### src/design/clint_pkg.sv
/*
 * Core-local timer definitions.
 * Bus widths, word indices, reset values and the byte-lane merge helper.
 */

package clint_pkg;

    // Bus data word, also the width of every timer register.
    typedef logic [63:0] clint_word_t;

    // Byte-write mask, bit i covers data bits 8i+7 down to 8i.
    typedef logic [7:0]  clint_strb_t;

    // Word index on the bus.
    typedef logic [1:0]  clint_addr_t;

    // Word map.
    localparam clint_addr_t ADDR_MTIME    = 2'd0;
    localparam clint_addr_t ADDR_MTIMECMP = 2'd1;
    localparam clint_addr_t ADDR_MSIP     = 2'd2;
    localparam clint_addr_t ADDR_CTRL     = 2'd3;

    // Default width of the prescale field in the control word.
    localparam int unsigned PRESCALE_W_DEFAULT = 16;

    // All ones keeps the timer interrupt quiet out of reset.
    localparam clint_word_t MTIMECMP_RESET = '1;

    // Control word layout.
    localparam int unsigned CTRL_EN_BIT       = 0;
    localparam int unsigned CTRL_PRESCALE_LSB = 16;

    // Replaces the bytes of old_word whose mask bit is set.
    function automatic clint_word_t byte_merge(
        input clint_word_t old_word,
        input clint_word_t new_word,
        input clint_strb_t strb
    );
        clint_word_t merged;
        merged = old_word;
        for (int i = 0; i < 8; i++) begin
            if (strb[i]) begin
                merged[8*i +: 8] = new_word[8*i +: 8];
            end
        end
        return merged;
    endfunction

endpackage

### src/design/clint_top.sv
/*
 * Core-local timer top level.
 * Register block beside the mtime counter it steers.
 */

module clint_top #(
    parameter int unsigned PRESCALE_W = clint_pkg::PRESCALE_W_DEFAULT
) (
    input  logic                   clk,
    input  logic                   reset_n,
    input  logic                   en_i,
    input  clint_pkg::clint_addr_t addr_i,
    input  clint_pkg::clint_strb_t we_i,
    input  clint_pkg::clint_word_t data_i,
    output clint_pkg::clint_word_t data_o,
    output logic                   mti_o,
    output logic                   msip_o,
    output clint_pkg::clint_word_t mtime_o
);

    import clint_pkg::*;

    // Register block to counter.
    clint_strb_t           mtime_we;
    clint_word_t           mtime_wdata;
    logic                  count_en;
    logic [PRESCALE_W-1:0] prescale;
    logic                  ctrl_wr;
    clint_word_t           mtimecmp;

    timer_regs #(
        .PRESCALE_W(PRESCALE_W)
    ) u_regs (
        .clk          (clk),
        .reset_n      (reset_n),
        .en_i         (en_i),
        .addr_i       (addr_i),
        .we_i         (we_i),
        .data_i       (data_i),
        .mtime_i      (mtime_o),
        .data_o       (data_o),
        .msip_o       (msip_o),
        .mtimecmp_o   (mtimecmp),
        .mtime_we_o   (mtime_we),
        .mtime_wdata_o(mtime_wdata),
        .count_en_o   (count_en),
        .prescale_o   (prescale),
        .ctrl_wr_o    (ctrl_wr)
    );

    mtime_counter #(
        .PRESCALE_W(PRESCALE_W)
    ) u_counter (
        .clk          (clk),
        .reset_n      (reset_n),
        .mtime_we_i   (mtime_we),
        .mtime_wdata_i(mtime_wdata),
        .count_en_i   (count_en),
        .prescale_i   (prescale),
        .ctrl_wr_i    (ctrl_wr),
        .mtimecmp_i   (mtimecmp),
        .mtime_o      (mtime_o),
        .mti_o        (mti_o)
    );

endmodule

### src/design/mtime_counter.sv
/*
 * Machine timer counter.
 * Prescaled 64-bit mtime with byte-lane load, and the registered
 * mtime >= mtimecmp compare that drives the timer interrupt.
 */

module mtime_counter #(
    parameter int unsigned PRESCALE_W = clint_pkg::PRESCALE_W_DEFAULT
) (
    input  logic                   clk,
    input  logic                   reset_n,
    input  clint_pkg::clint_strb_t mtime_we_i,
    input  clint_pkg::clint_word_t mtime_wdata_i,
    input  logic                   count_en_i,
    input  logic [PRESCALE_W-1:0]  prescale_i,
    input  logic                   ctrl_wr_i,
    input  clint_pkg::clint_word_t mtimecmp_i,
    output clint_pkg::clint_word_t mtime_o,
    output logic                   mti_o
);

    import clint_pkg::*;

    // Position inside the current prescale period.
    logic [PRESCALE_W-1:0] phase_q;

    // One-cycle increment request for mtime.
    logic                  tick;

    // Next mtime value after a byte-lane load.
    clint_word_t           mtime_loaded;

    // The last cycle of a period ticks.
    // A control write starts a fresh period, so it never ticks itself.
    assign tick = count_en_i && !ctrl_wr_i && (phase_q == prescale_i);

    assign mtime_loaded = byte_merge(mtime_o, mtime_wdata_i, mtime_we_i);

    // Prescale phase counter.
    always_ff @(posedge clk or negedge reset_n) begin
        if (!reset_n) begin
            phase_q <= '0;
        end
        else if (ctrl_wr_i || tick) begin
            phase_q <= '0;
        end
        else if (count_en_i) begin
            phase_q <= phase_q + 1'b1;
        end
    end

    // mtime itself.
    // A bus load takes priority and swallows a tick in the same cycle.
    always_ff @(posedge clk or negedge reset_n) begin
        if (!reset_n) begin
            mtime_o <= '0;
        end
        else if (mtime_we_i != '0) begin
            mtime_o <= mtime_loaded;
        end
        else if (tick) begin
            mtime_o <= mtime_o + 64'd1;
        end
    end

    // Timer interrupt, one cycle behind the registers it compares.
    always_ff @(posedge clk or negedge reset_n) begin
        if (!reset_n) begin
            mti_o <= 1'b0;
        end
        else begin
            mti_o <= (mtime_o >= mtimecmp_i);
        end
    end

endmodule

### src/design/timer_regs.sv
/*
 * Timer register block.
 * Decodes the strobe bus, holds mtimecmp, msip and the control word,
 * steers mtime writes to the counter and registers the read data.
 */

module timer_regs #(
    parameter int unsigned PRESCALE_W = clint_pkg::PRESCALE_W_DEFAULT
) (
    input  logic                   clk,
    input  logic                   reset_n,
    input  logic                   en_i,
    input  clint_pkg::clint_addr_t addr_i,
    input  clint_pkg::clint_strb_t we_i,
    input  clint_pkg::clint_word_t data_i,
    input  clint_pkg::clint_word_t mtime_i,
    output clint_pkg::clint_word_t data_o,
    output logic                   msip_o,
    output clint_pkg::clint_word_t mtimecmp_o,
    output clint_pkg::clint_strb_t mtime_we_o,
    output clint_pkg::clint_word_t mtime_wdata_o,
    output logic                   count_en_o,
    output logic [PRESCALE_W-1:0]  prescale_o,
    output logic                   ctrl_wr_o
);

    import clint_pkg::*;

    // Bus cycle type.
    logic        wr_cycle;
    logic        rd_cycle;

    // Per-word write selects.
    logic        wr_mtime;
    logic        wr_mtimecmp;
    logic        wr_msip;

    // Control word as it reads back, and after a byte-lane write.
    clint_word_t ctrl_word;
    clint_word_t ctrl_next;

    // Read mux output.
    clint_word_t rd_word;

    // An all-zero mask marks a read
    assign wr_cycle = en_i && (we_i != '0);
    assign rd_cycle = en_i && (we_i == '0);

    assign wr_mtime    = wr_cycle && (addr_i == ADDR_MTIME);
    assign wr_mtimecmp = wr_cycle && (addr_i == ADDR_MTIMECMP);
    assign wr_msip     = wr_cycle && (addr_i == ADDR_MSIP);
    assign ctrl_wr_o   = wr_cycle && (addr_i == ADDR_CTRL);

    // mtime lives in the counter; only the mask and data go across.
    assign mtime_we_o    = wr_mtime ? we_i : '0;
    assign mtime_wdata_o = data_i;

    // Rebuild the control word from its fields, other bits read as zero.
    always_comb begin
        ctrl_word = '0;
        ctrl_word[CTRL_EN_BIT] = count_en_o;
        ctrl_word[CTRL_PRESCALE_LSB +: PRESCALE_W] = prescale_o;
    end

    assign ctrl_next = byte_merge(ctrl_word, data_i, we_i);

    // mtimecmp.
    always_ff @(posedge clk or negedge reset_n) begin
        if (!reset_n) begin
            mtimecmp_o <= MTIMECMP_RESET;
        end
        else if (wr_mtimecmp) begin
            mtimecmp_o <= byte_merge(mtimecmp_o, data_i, we_i);
        end
    end

    // msip, only bit 0 is kept.
    always_ff @(posedge clk or negedge reset_n) begin
        if (!reset_n) begin
            msip_o <= 1'b0;
        end
        else if (wr_msip && we_i[0]) begin
            msip_o <= data_i[0];
        end
    end

    // Control fields.
    // Counting is on out of reset so mtime free-runs by default.
    always_ff @(posedge clk or negedge reset_n) begin
        if (!reset_n) begin
            count_en_o <= 1'b1;
            prescale_o <= '0;
        end
        else if (ctrl_wr_o) begin
            count_en_o <= ctrl_next[CTRL_EN_BIT];
            prescale_o <= ctrl_next[CTRL_PRESCALE_LSB +: PRESCALE_W];
        end
    end

    // Read mux.
    always_comb begin
        case (addr_i)
            ADDR_MTIME: begin
                rd_word = mtime_i;
            end
            ADDR_MTIMECMP: begin
                rd_word = mtimecmp_o;
            end
            ADDR_MSIP: begin
                rd_word = {63'd0, msip_o};
            end
            default: begin
                rd_word = ctrl_word;
            end
        endcase
    end

    // Read data register.
    // Holds the last read word; writes leave it alone.
    always_ff @(posedge clk or negedge reset_n) begin
        if (!reset_n) begin
            data_o <= '0;
        end
        else if (rd_cycle) begin
            data_o <= rd_word;
        end
    end

endmodule

### config.mk
export PLATFORM = sky130hd
export DESIGN_NAME = clint_top
export DESIGN_NICKNAME = d
export VERILOG_FILES = /design/src/design/clint_pkg.sv /design/src/design/clint_top.sv /design/src/design/mtime_counter.sv /design/src/design/timer_regs.sv
export SDC_FILE = /design/constraint.sdc
export NUM_CORES = 1
export LEC_CHECK = 0
export BUFFER_PORTS_ARGS = -buffer_cell sky130_fd_sc_hd__clkbuf_2
export CAP_MARGIN = 20
export CORE_MARGIN = 3
export CORE_UTILIZATION = 30
export CTS_BUF_LIST = sky130_fd_sc_hd__clkbuf_8
export CTS_CLUSTER_DIAMETER = 100
export DETAILED_ROUTE_END_ITERATION = 10
export PLACE_DENSITY = 0.49
export SYNTH_ARGS = -nofsm -noshare
export SYNTH_HDL_FRONTEND = slang
export SYNTH_SLANG_ARGS = --single-unit
### constraint.sdc
create_clock -name clk -period 5.1 [get_ports clk]
set_input_delay 0.51 -clock clk [delete_from_list [all_inputs] [get_ports clk]]
set_output_delay 0.51 -clock clk [all_outputs]
set_load 0.03 [all_outputs]
==> results of run 1 <==
[Yosys cell counts (all sizes together), types with 8 or more instances]
cell	count
dfstp	65
xnor2	17
o21ai	43
and2	8
a21o	10
and3	20
xor2	14
nor4	17
o31ai	48
nor3	31
a311oi	11
and4	16
mux2	94
nand2	143
ha	66
nor2	102
dfrtp	162
nand4	46
buf	16
nand3	52
o22ai	10
a32oi	9
clkbuf	52
a211oi	18
a21oi	65
mux2i	70
a31oi	9
inv	78
[state kept, by name, indices dropped and copies added, names as in the netlist]
name               flops
u_counter.mti_o        1
u_counter.mtime_o     64
u_counter.phase_q     16
u_regs.count_en_o      1
u_regs.data_o         64
u_regs.msip_o          1
u_regs.mtimecmp_o     64
u_regs.prescale_o     16
[routing by layer]
layer / global-route usage / up-vias / wire length, um / part of all wire
li1: - / 5444 / - / -
met1: 0.263 / 5660 / 20900 / 0.46
met2: 0.302 / 265 / 20900 / 0.46
met3: 0.0490 / 64 / 2680 / 0.059
met4: 0.0486 / 4 / 907 / 0.020
met5: 0 / - / 27 / 0.00059
[worst max-delay path by stage]
stage,from,to,slack (ns),depth (start not counted)
final,u_counter.mtime_o[5],u_counter.mtime_o[57],1.87,6
after CTS,u_counter.phase_q[1],u_counter.mtime_o[14],1.85,7
after detailed placement,addr_i[1],u_counter.mtime_o[58],1.71,8
after floorplan,u_counter.mtime_o[0],u_counter.mtime_o[46],2.53,8
after global routing,u_counter.phase_q[1],u_counter.mtime_o[14],1.65,7
after global placement,we_i[7],u_counter.mtime_o[58],1.73,7
[per-stage QoR]
stage	cells	utilization	area, sq um	power, mW	hold WS (ns)
floorplan	1367	-	13300	3.50	0.214
global placement	2105	0.344	15000	4.07	0.464
detailed placement	2106	0.344	15000	4.11	0.466
CTS	2188	0.365	15900	5.98	0.116
global route	2189	0.365	15900	6.30	0.128
finish	2190	0.365	15900	5.89	0.160
[cells by family (layout without fill, tap and decap cells)]
family | Yosys count | count (layout) | synth area share
simple gates | 461 | 461 | 0.171
xor+xnor | 31 | 31 | 0.0204
mux | 165 | 165 | 0.134
other cells | 0 | 2 | 0
compound gates | 271 | 271 | 0.137
buf+inv | 146 | 382 | 0.0430
flops | 227 | 227 | 0.432
fa+ha+maj | 66 | 66 | 0.0620
[final cells by class]
class | instances | area (sq um) | area share
flip-flops and latches | 227 | 5760 | 0.363
clock inverters | 26 | 115 | 0.00726
repair buffers | 223 | 1190 | 0.0748
clock buffers | 55 | 757 | 0.0477
inverters | 78 | 293 | 0.0185
multi-input cells | 994 | 7010 | 0.442
well taps | 585 | 732 | 0.0462
diodes | 2 | 5.00 | 0.000316
[power groups by stage]
stage          clock network (mW)  registers (mW)  logic (mW)
2_1_floorplan                   0            2.62       0.886
3_3_place_gp                    0            2.54        1.54
3_5_place_dp                    0            2.55        1.56
4_1_cts                      1.89            2.52        1.57
5_1_grt                      1.98            2.58        1.74
6_report                     1.83            2.52        1.55
[cells in the final DEF, fill, tap and decap left out, types with 8 or more instances in the layout]
master	synthesis	routed
clkbuf_2	0	204
dfrtp_1	162	162
nand2_1	143	142
nor2_1	102	101
inv_1	78	94
mux2_2	89	89
mux2i_1	70	70
ha_1	66	66
dfstp_2	65	65
a21oi_1	64	64
clkbuf_8	0	55
nand3_1	52	52
o31ai_1	48	48
nand4_1	45	45
o21ai_0	41	41
nor3_1	28	28
and3_1	20	20
a211oi_1	18	18
xnor2_1	17	17
and4_1	16	16
buf_4	0	16
nor4_1	15	15
xor2_1	14	14
a311oi_1	11	11
a21o_1	10	10
o22ai_1	10	10
a31oi_1	9	9
a32oi_1	9	9
clkinv_2	0	8
==> impl_metrics.json, run 1 <==
{
  "die-area_sq_um": 47000,
  "hpwlAfterDp_mm": 33.6,
  "clock.fmax_mhz": 310,
  "rsz0062_at_grt": "false",
  "relSlewSlack": 0.271,
  "grt_pass1_wl_mm": 70.5,
  "fillers": 4508,
  "fin_crit_sh": 0.633,
  "slowest_stage": "nor4_4",
  "ant_nets": 0,
  "power.density_nw_per_um2": 372,
  "syn_area_sq_um": 13300,
  "status": "finished clean",
  "synth_seq_area_share": 0.432,
  "critPathKind": "reg2reg",
  "sw_frac_of_total": 0.365,
  "cp_slowest_stage_delay_ns": 0.95,
  "avgSynthCellArea_sq_um": 9.75,
  "drt_first_pass_iters": 6,
  "areaGrowthSynthToFinish_pct": 19.0,
  "io_buffers": 206,
  "cp-start-kind": "flop",
  "slew_viol_final": 0,
  "ys_warn_count": 0,
  "drt_iter0_markers": 854,
  "seq_power_share": 0.428,
  "whs_endpoint": "u_regs.mtimecmp_o[32]",
  "grt_max_degree": 136,
  "h-tree-depth": 2,
  "place_congestion": 0.839,
  "start_util": 0.307,
  "skew_ns": 0.0209,
  "yosysTopAreaCell": "dfrtp_1",
  "drive_gt1_frac": 0.283,
  "rows": 76,
  "power.internal_mw": 3.74,
  "cts_made_buffers": 44,
  "clockBufferDepth": 3,
  "crit_required_ns": 5.63,
  "finalHoldViolations": 0,
  "reg2reg_depth": 6,
  "route.vias.total": 11400,
  "post-route-min-period_ns": 3.23,
  "hold_start": "data_i[32]",
  "crit_family": "simple AND/OR/NAND/NOR gates",
  "tightest_slew_ns": 1.09,
  "routedWlPerCell_um": 20.7,
  "coreArea_sq_um": 43500,
  "finalSetupTns_ns": 0,
  "die_h_um": 217,
  "antenna_found_initial": 3,
  "end_kind": "flop",
  "cap_viol_max_count": 0,
  "cts-root-buf": "clkbuf_8",
  "ys.flop_type": "dfrtp_1",
  "grt_pass1_vias": 11400,
  "grt-ovfl-total": 0,
  "via_per_inst": 5.22,
  "timing.reg2reg.setup_slack_ns": 1.87,
  "p_sw_mw": 2.15,
  "post_cts_resized": 0,
  "p_comb_frac": 0.263,
  "worstPathCellList": "nand4_2 -> or4_1 -> nor4_4 -> nand4_1 -> mux2_1 -> nor2_1",
  "cts_tree": "done",
  "whs_path_depth": 2,
  "setup_slack_ns": 1.87,
  "arrival_ns": 3.75,
  "irDropWorstVdd_uv": 147,
  "rr_startpoint": "u_counter.mtime_o[5]",
  "place_ws_ns": 1.71,
  "p_clk_frac": 0.310,
  "grt_use_total": 0.191,
  "cts_sinks": 227,
  "ioPinCount": 207,
  "finalNetCount": 1711,
  "postCtsHoldBufs": 1,
  "netlist_instances": 1367,
  "insertion_delay_ns": 0.61,
  "crit_buf_inv": 0,
  "clk_pin_slew_ns": 0.06,
  "path_max_fanout": 14,
  "setup_viol": 0,
  "synthTopCellsByArea": "dfrtp_1 (30%), dfstp_2 (13%), mux2_2 (7.5%), ha_1 (6.2%), mux2i_1 (5.3%)",
  "yosysTopAreaCellShare": 0.304,
  "synth_cell_types": 69,
  "worst_hold_path_type": "in2reg",
  "totalWireLength_mm": 45.4,
  "async_flop_share": 1.00,
  "drc": 0,
  "synthesis.nets": 1510,
  "die-width_um": 217,
  "synth_edf_count": 0,
  "ys_seq_elements": 227,
  "postCtsSetupBuffers": 0,
  "reg2reg_to": "u_counter.mtime_o[57]",
  "leakagePower_nw": 7.20
}
Note: power is estimated with default switching activity, not from simulation.
==> run 2, diff against run 1 <==
- ABC_AREA: unset -> 1
- PLACE_DENSITY: 0.49 -> 0.48
- clock period: 5.1 -> 3.3 ns (I/O delays scaled with it)
==> run 2 against run 1 <==
  * Sequential power is 59% higher
  * Critical endpoint is now u_counter.mtime_o[34]
  * Clock power up 61%
  * Die area increased by 6.1%
  * Power rose by 72%
  * Clock skew increased by 0.010 ns
  * Register-to-register slack got worse by 1.3 ns
  * Wire length is 18% higher
  * Fmax up 17%
  * Via count rose by 24%
  * Hold slack lost 0.12 ns
==> impl_metrics.json, run 2 <==
{
  "fin_crit_sh": 0.838,
  "dp_cells": 2799,
  "ant_nets": 0,
  "via_per_inst": 4.80,
  "slew_viol_final": 0,
  "grt_use_met1": 0.285,
  "cts_made_buffers": 46,
  "synth_xor_area_frac": 0.0204,
  "yosysTopAreaCell": "dfrtp_1",
  "post_cts_resized": 0,
  "die_h_um": 223,
  "slowest_stage": "dfrtp_1",
  "rsz0062_at_grt": "false",
  "layout.cells.non_filler": 2944,
  "met3_usage": 0.0338,
  "coreArea_sq_um": 46000,
  "tightest_slew_ns": 0.704,
  "areaGrowthSynthToFinish_pct": 22.8,
  "synth_compound_area_frac": 0.121,
  "grt_pass1_wl_mm": 82.7,
  "post-route-min-period_ns": 2.77,
  "io_buffers": 206,
  "synthMuxAreaShare": 0,
  "synth_cell_types": 40,
  "yosysTopAreaCellShare": 0.286,
  "ys.flop_type": "dfrtp_1",
  "postCtsSetupBuffers": 0,
  "end_kind": "flop",
  "busiest_layer": "met2",
  "cp-start-kind": "flop",
  "drt_iter0_markers": 925,
  "place_ws_ns": 0.582,
  "finalSetupTns_ns": 0,
  "worstPathCellList": "ha_1 -> inv_1 -> nor2_2 -> nand2_1 -> nor2_1 -> nand2_1 -> inv_1 -> nand3_1 -> nand3_1 -> nand2_1 -> nand2_1 -> nand2_1",
  "syn_area_sq_um": 14200,
  "setup_slack_ns": 0.533,
  "routedWlPerCell_um": 18.3,
  "cts_sinks": 227,
  "reg_top3": "u_counter.mtime_o (64), u_regs.data_o (64), u_regs.mtimecmp_o (64)",
  "antenna_found_initial": 2,
  "netlist_instances": 2031,
  "arrival_ns": 3.26,
  "route.vias.total": 14100,
  "finalNetCount": 2450,
  "synth_seq_area_share": 0.407,
  "drive_gt1_frac": 0.167,
  "cap_viol_max_count": 0,
  "clk_pin_slew_ns": 0.06,
  "relSlewSlack": 0.531,
  "synth_edf_count": 0,
  "finalHoldViolations": 0,
  "use_met2": 0.348,
  "insertion_delay_ns": 0.62,
  "hpwlAfterDp_mm": 41.4,
  "leakagePower_nw": 8.66,
  "ys_warn_count": 0,
  "synth_most_common_cell": "nand2_1",
  "crit_top_cell": "nand2_1",
  "die-width_um": 223,
  "synth-simple-area-share": 0.310,
  "final_common_cell": "nand2_1",
  "cts-root-buf": "clkbuf_8",
  "grt_max_degree": 90,
  "setup_viol": 0,
  "drt_first_pass_iters": 7,
  "avgSynthCellArea_sq_um": 6.97,
  "start_util": 0.308,
  "power.density_nw_per_um2": 583,
  "place_congestion": 0.918,
  "postCtsHoldBufs": 60,
  "skew_ns": 0.0310,
  "ys_seq_elements": 227,
  "die-area_sq_um": 49800,
  "worst_hold_path_type": "in2reg",
  "async_flop_share": 1.00,
  "synthTopCellsByArea": "dfrtp_1 (29%), nand2_1 (19%), dfstp_2 (12%), inv_1 (6.1%), ha_1 (5.8%)",
  "most-common-layout-cells": "nand2_1 (730), inv_1 (248), nor2_1 (211)",
  "synth_adder_area_share": 0.0583,
  "cp_slowest_stage_delay_ns": 0.57,
  "rows": 78,
  "status": "finished clean",
  "whs_ns": 0.0384,
  "synthTopCellsByCount": "nand2_1 (730), inv_1 (231), nor2_1 (211)",
  "crit_required_ns": 3.80,
  "irDropWorstVdd_uv": 281,
  "stdcell_area_sq_um": 17400,
  "path_max_fanout": 8,
  "ioPinCount": 207,
  "totalWireLength_mm": 53.8,
  "grt_pass1_vias": 14200,
  "placed_cell_area_sq_um": 15900,
  "grt-ovfl-total": 0,
  "cts_tree": "done",
  "clockBufferDepth": 3,
  "timing.reg2reg.setup_slack_ns": 0.53,
  "h-tree-depth": 2,
  "synth_top_family_by_area": "simple AND/OR/NAND/NOR gates",
  "clock.fmax_mhz": 361,
  "drc": 0,
  "synthesis.nets": 2174,
  "critPathKind": "reg2reg",
  "grt_use_total": 0.213
}
-- run 2: final cells by class --
cell class	count	area (sq um)
inverter	241	905
sequential	227	5760
clock buffer	58	798
clock inverter	26	120
multi-input combinational	1505	7220
timing repair buffer	286	1830
antenna	1	2.50
fill	4994	28600
tap	600	751
-- run 2: final timing paths --
check | startpoint | endpoint | cells after the start
hold reg to reg | u_regs.data_o[34] | u_regs.data_o[34] | 2
min in group asynchronous | reset_n | u_regs.data_o[18] | 2
setup / recovery | u_counter.mtime_o[0] | u_counter.mtime_o[34] | 12
max in group asynchronous | reset_n | u_regs.mtimecmp_o[55] | 3
setup reg to reg | u_counter.mtime_o[0] | u_counter.mtime_o[34] | 12
hold / removal | data_i[45] | u_regs.mtimecmp_o[45] | 3
-- run 2: cell families (layout without fill, tap and decap cells) --
group	Yosys count	after routing
AOI/OAI and AO/OA	321	321
and+or+nand+nor	1085	1085
adders and majority gates	66	66
xor gates and xnor gates	33	33
buffers and inverters	299	611
DFF	227	227
other	0	1
-- run 2: routing by layer --
metal	vias to the layer above	wire length (um)
met2	345	24800
met4	2	1770
li1	7060	-
met3	100	2360
met5	-	13
met1	6635	24800
-- run 2: per-stage QoR --
stage | power (mW) | util
final | 10.1 | 0.378
after global routing | 10.9 | 0.378
after CTS | 10.2 | 0.378
after detailed placement | 7.18 | 0.345
after global placement | 7.13 | 0.345
after floorplan | 5.94 | -
-- run 2: where the power goes --
group / internal (mW) / total [mW] / switching [mW]
clock network: 1.58 / 2.94 / 1.36
registers: 3.34 / 4.00 / 0.656
logic: 1.07 / 3.19 / 2.11
total: 6.00 / 10.1 / 4.13
-- run 2: critical path, delay by kind of cell (launching register included) --
family / cells / cell delay [ns]
buffers and inverters: 2 / 0.25
adders and majority gates: 1 / 0.34
DFF: 1 / 0.57
and+or+nand+nor: 9 / 1.48
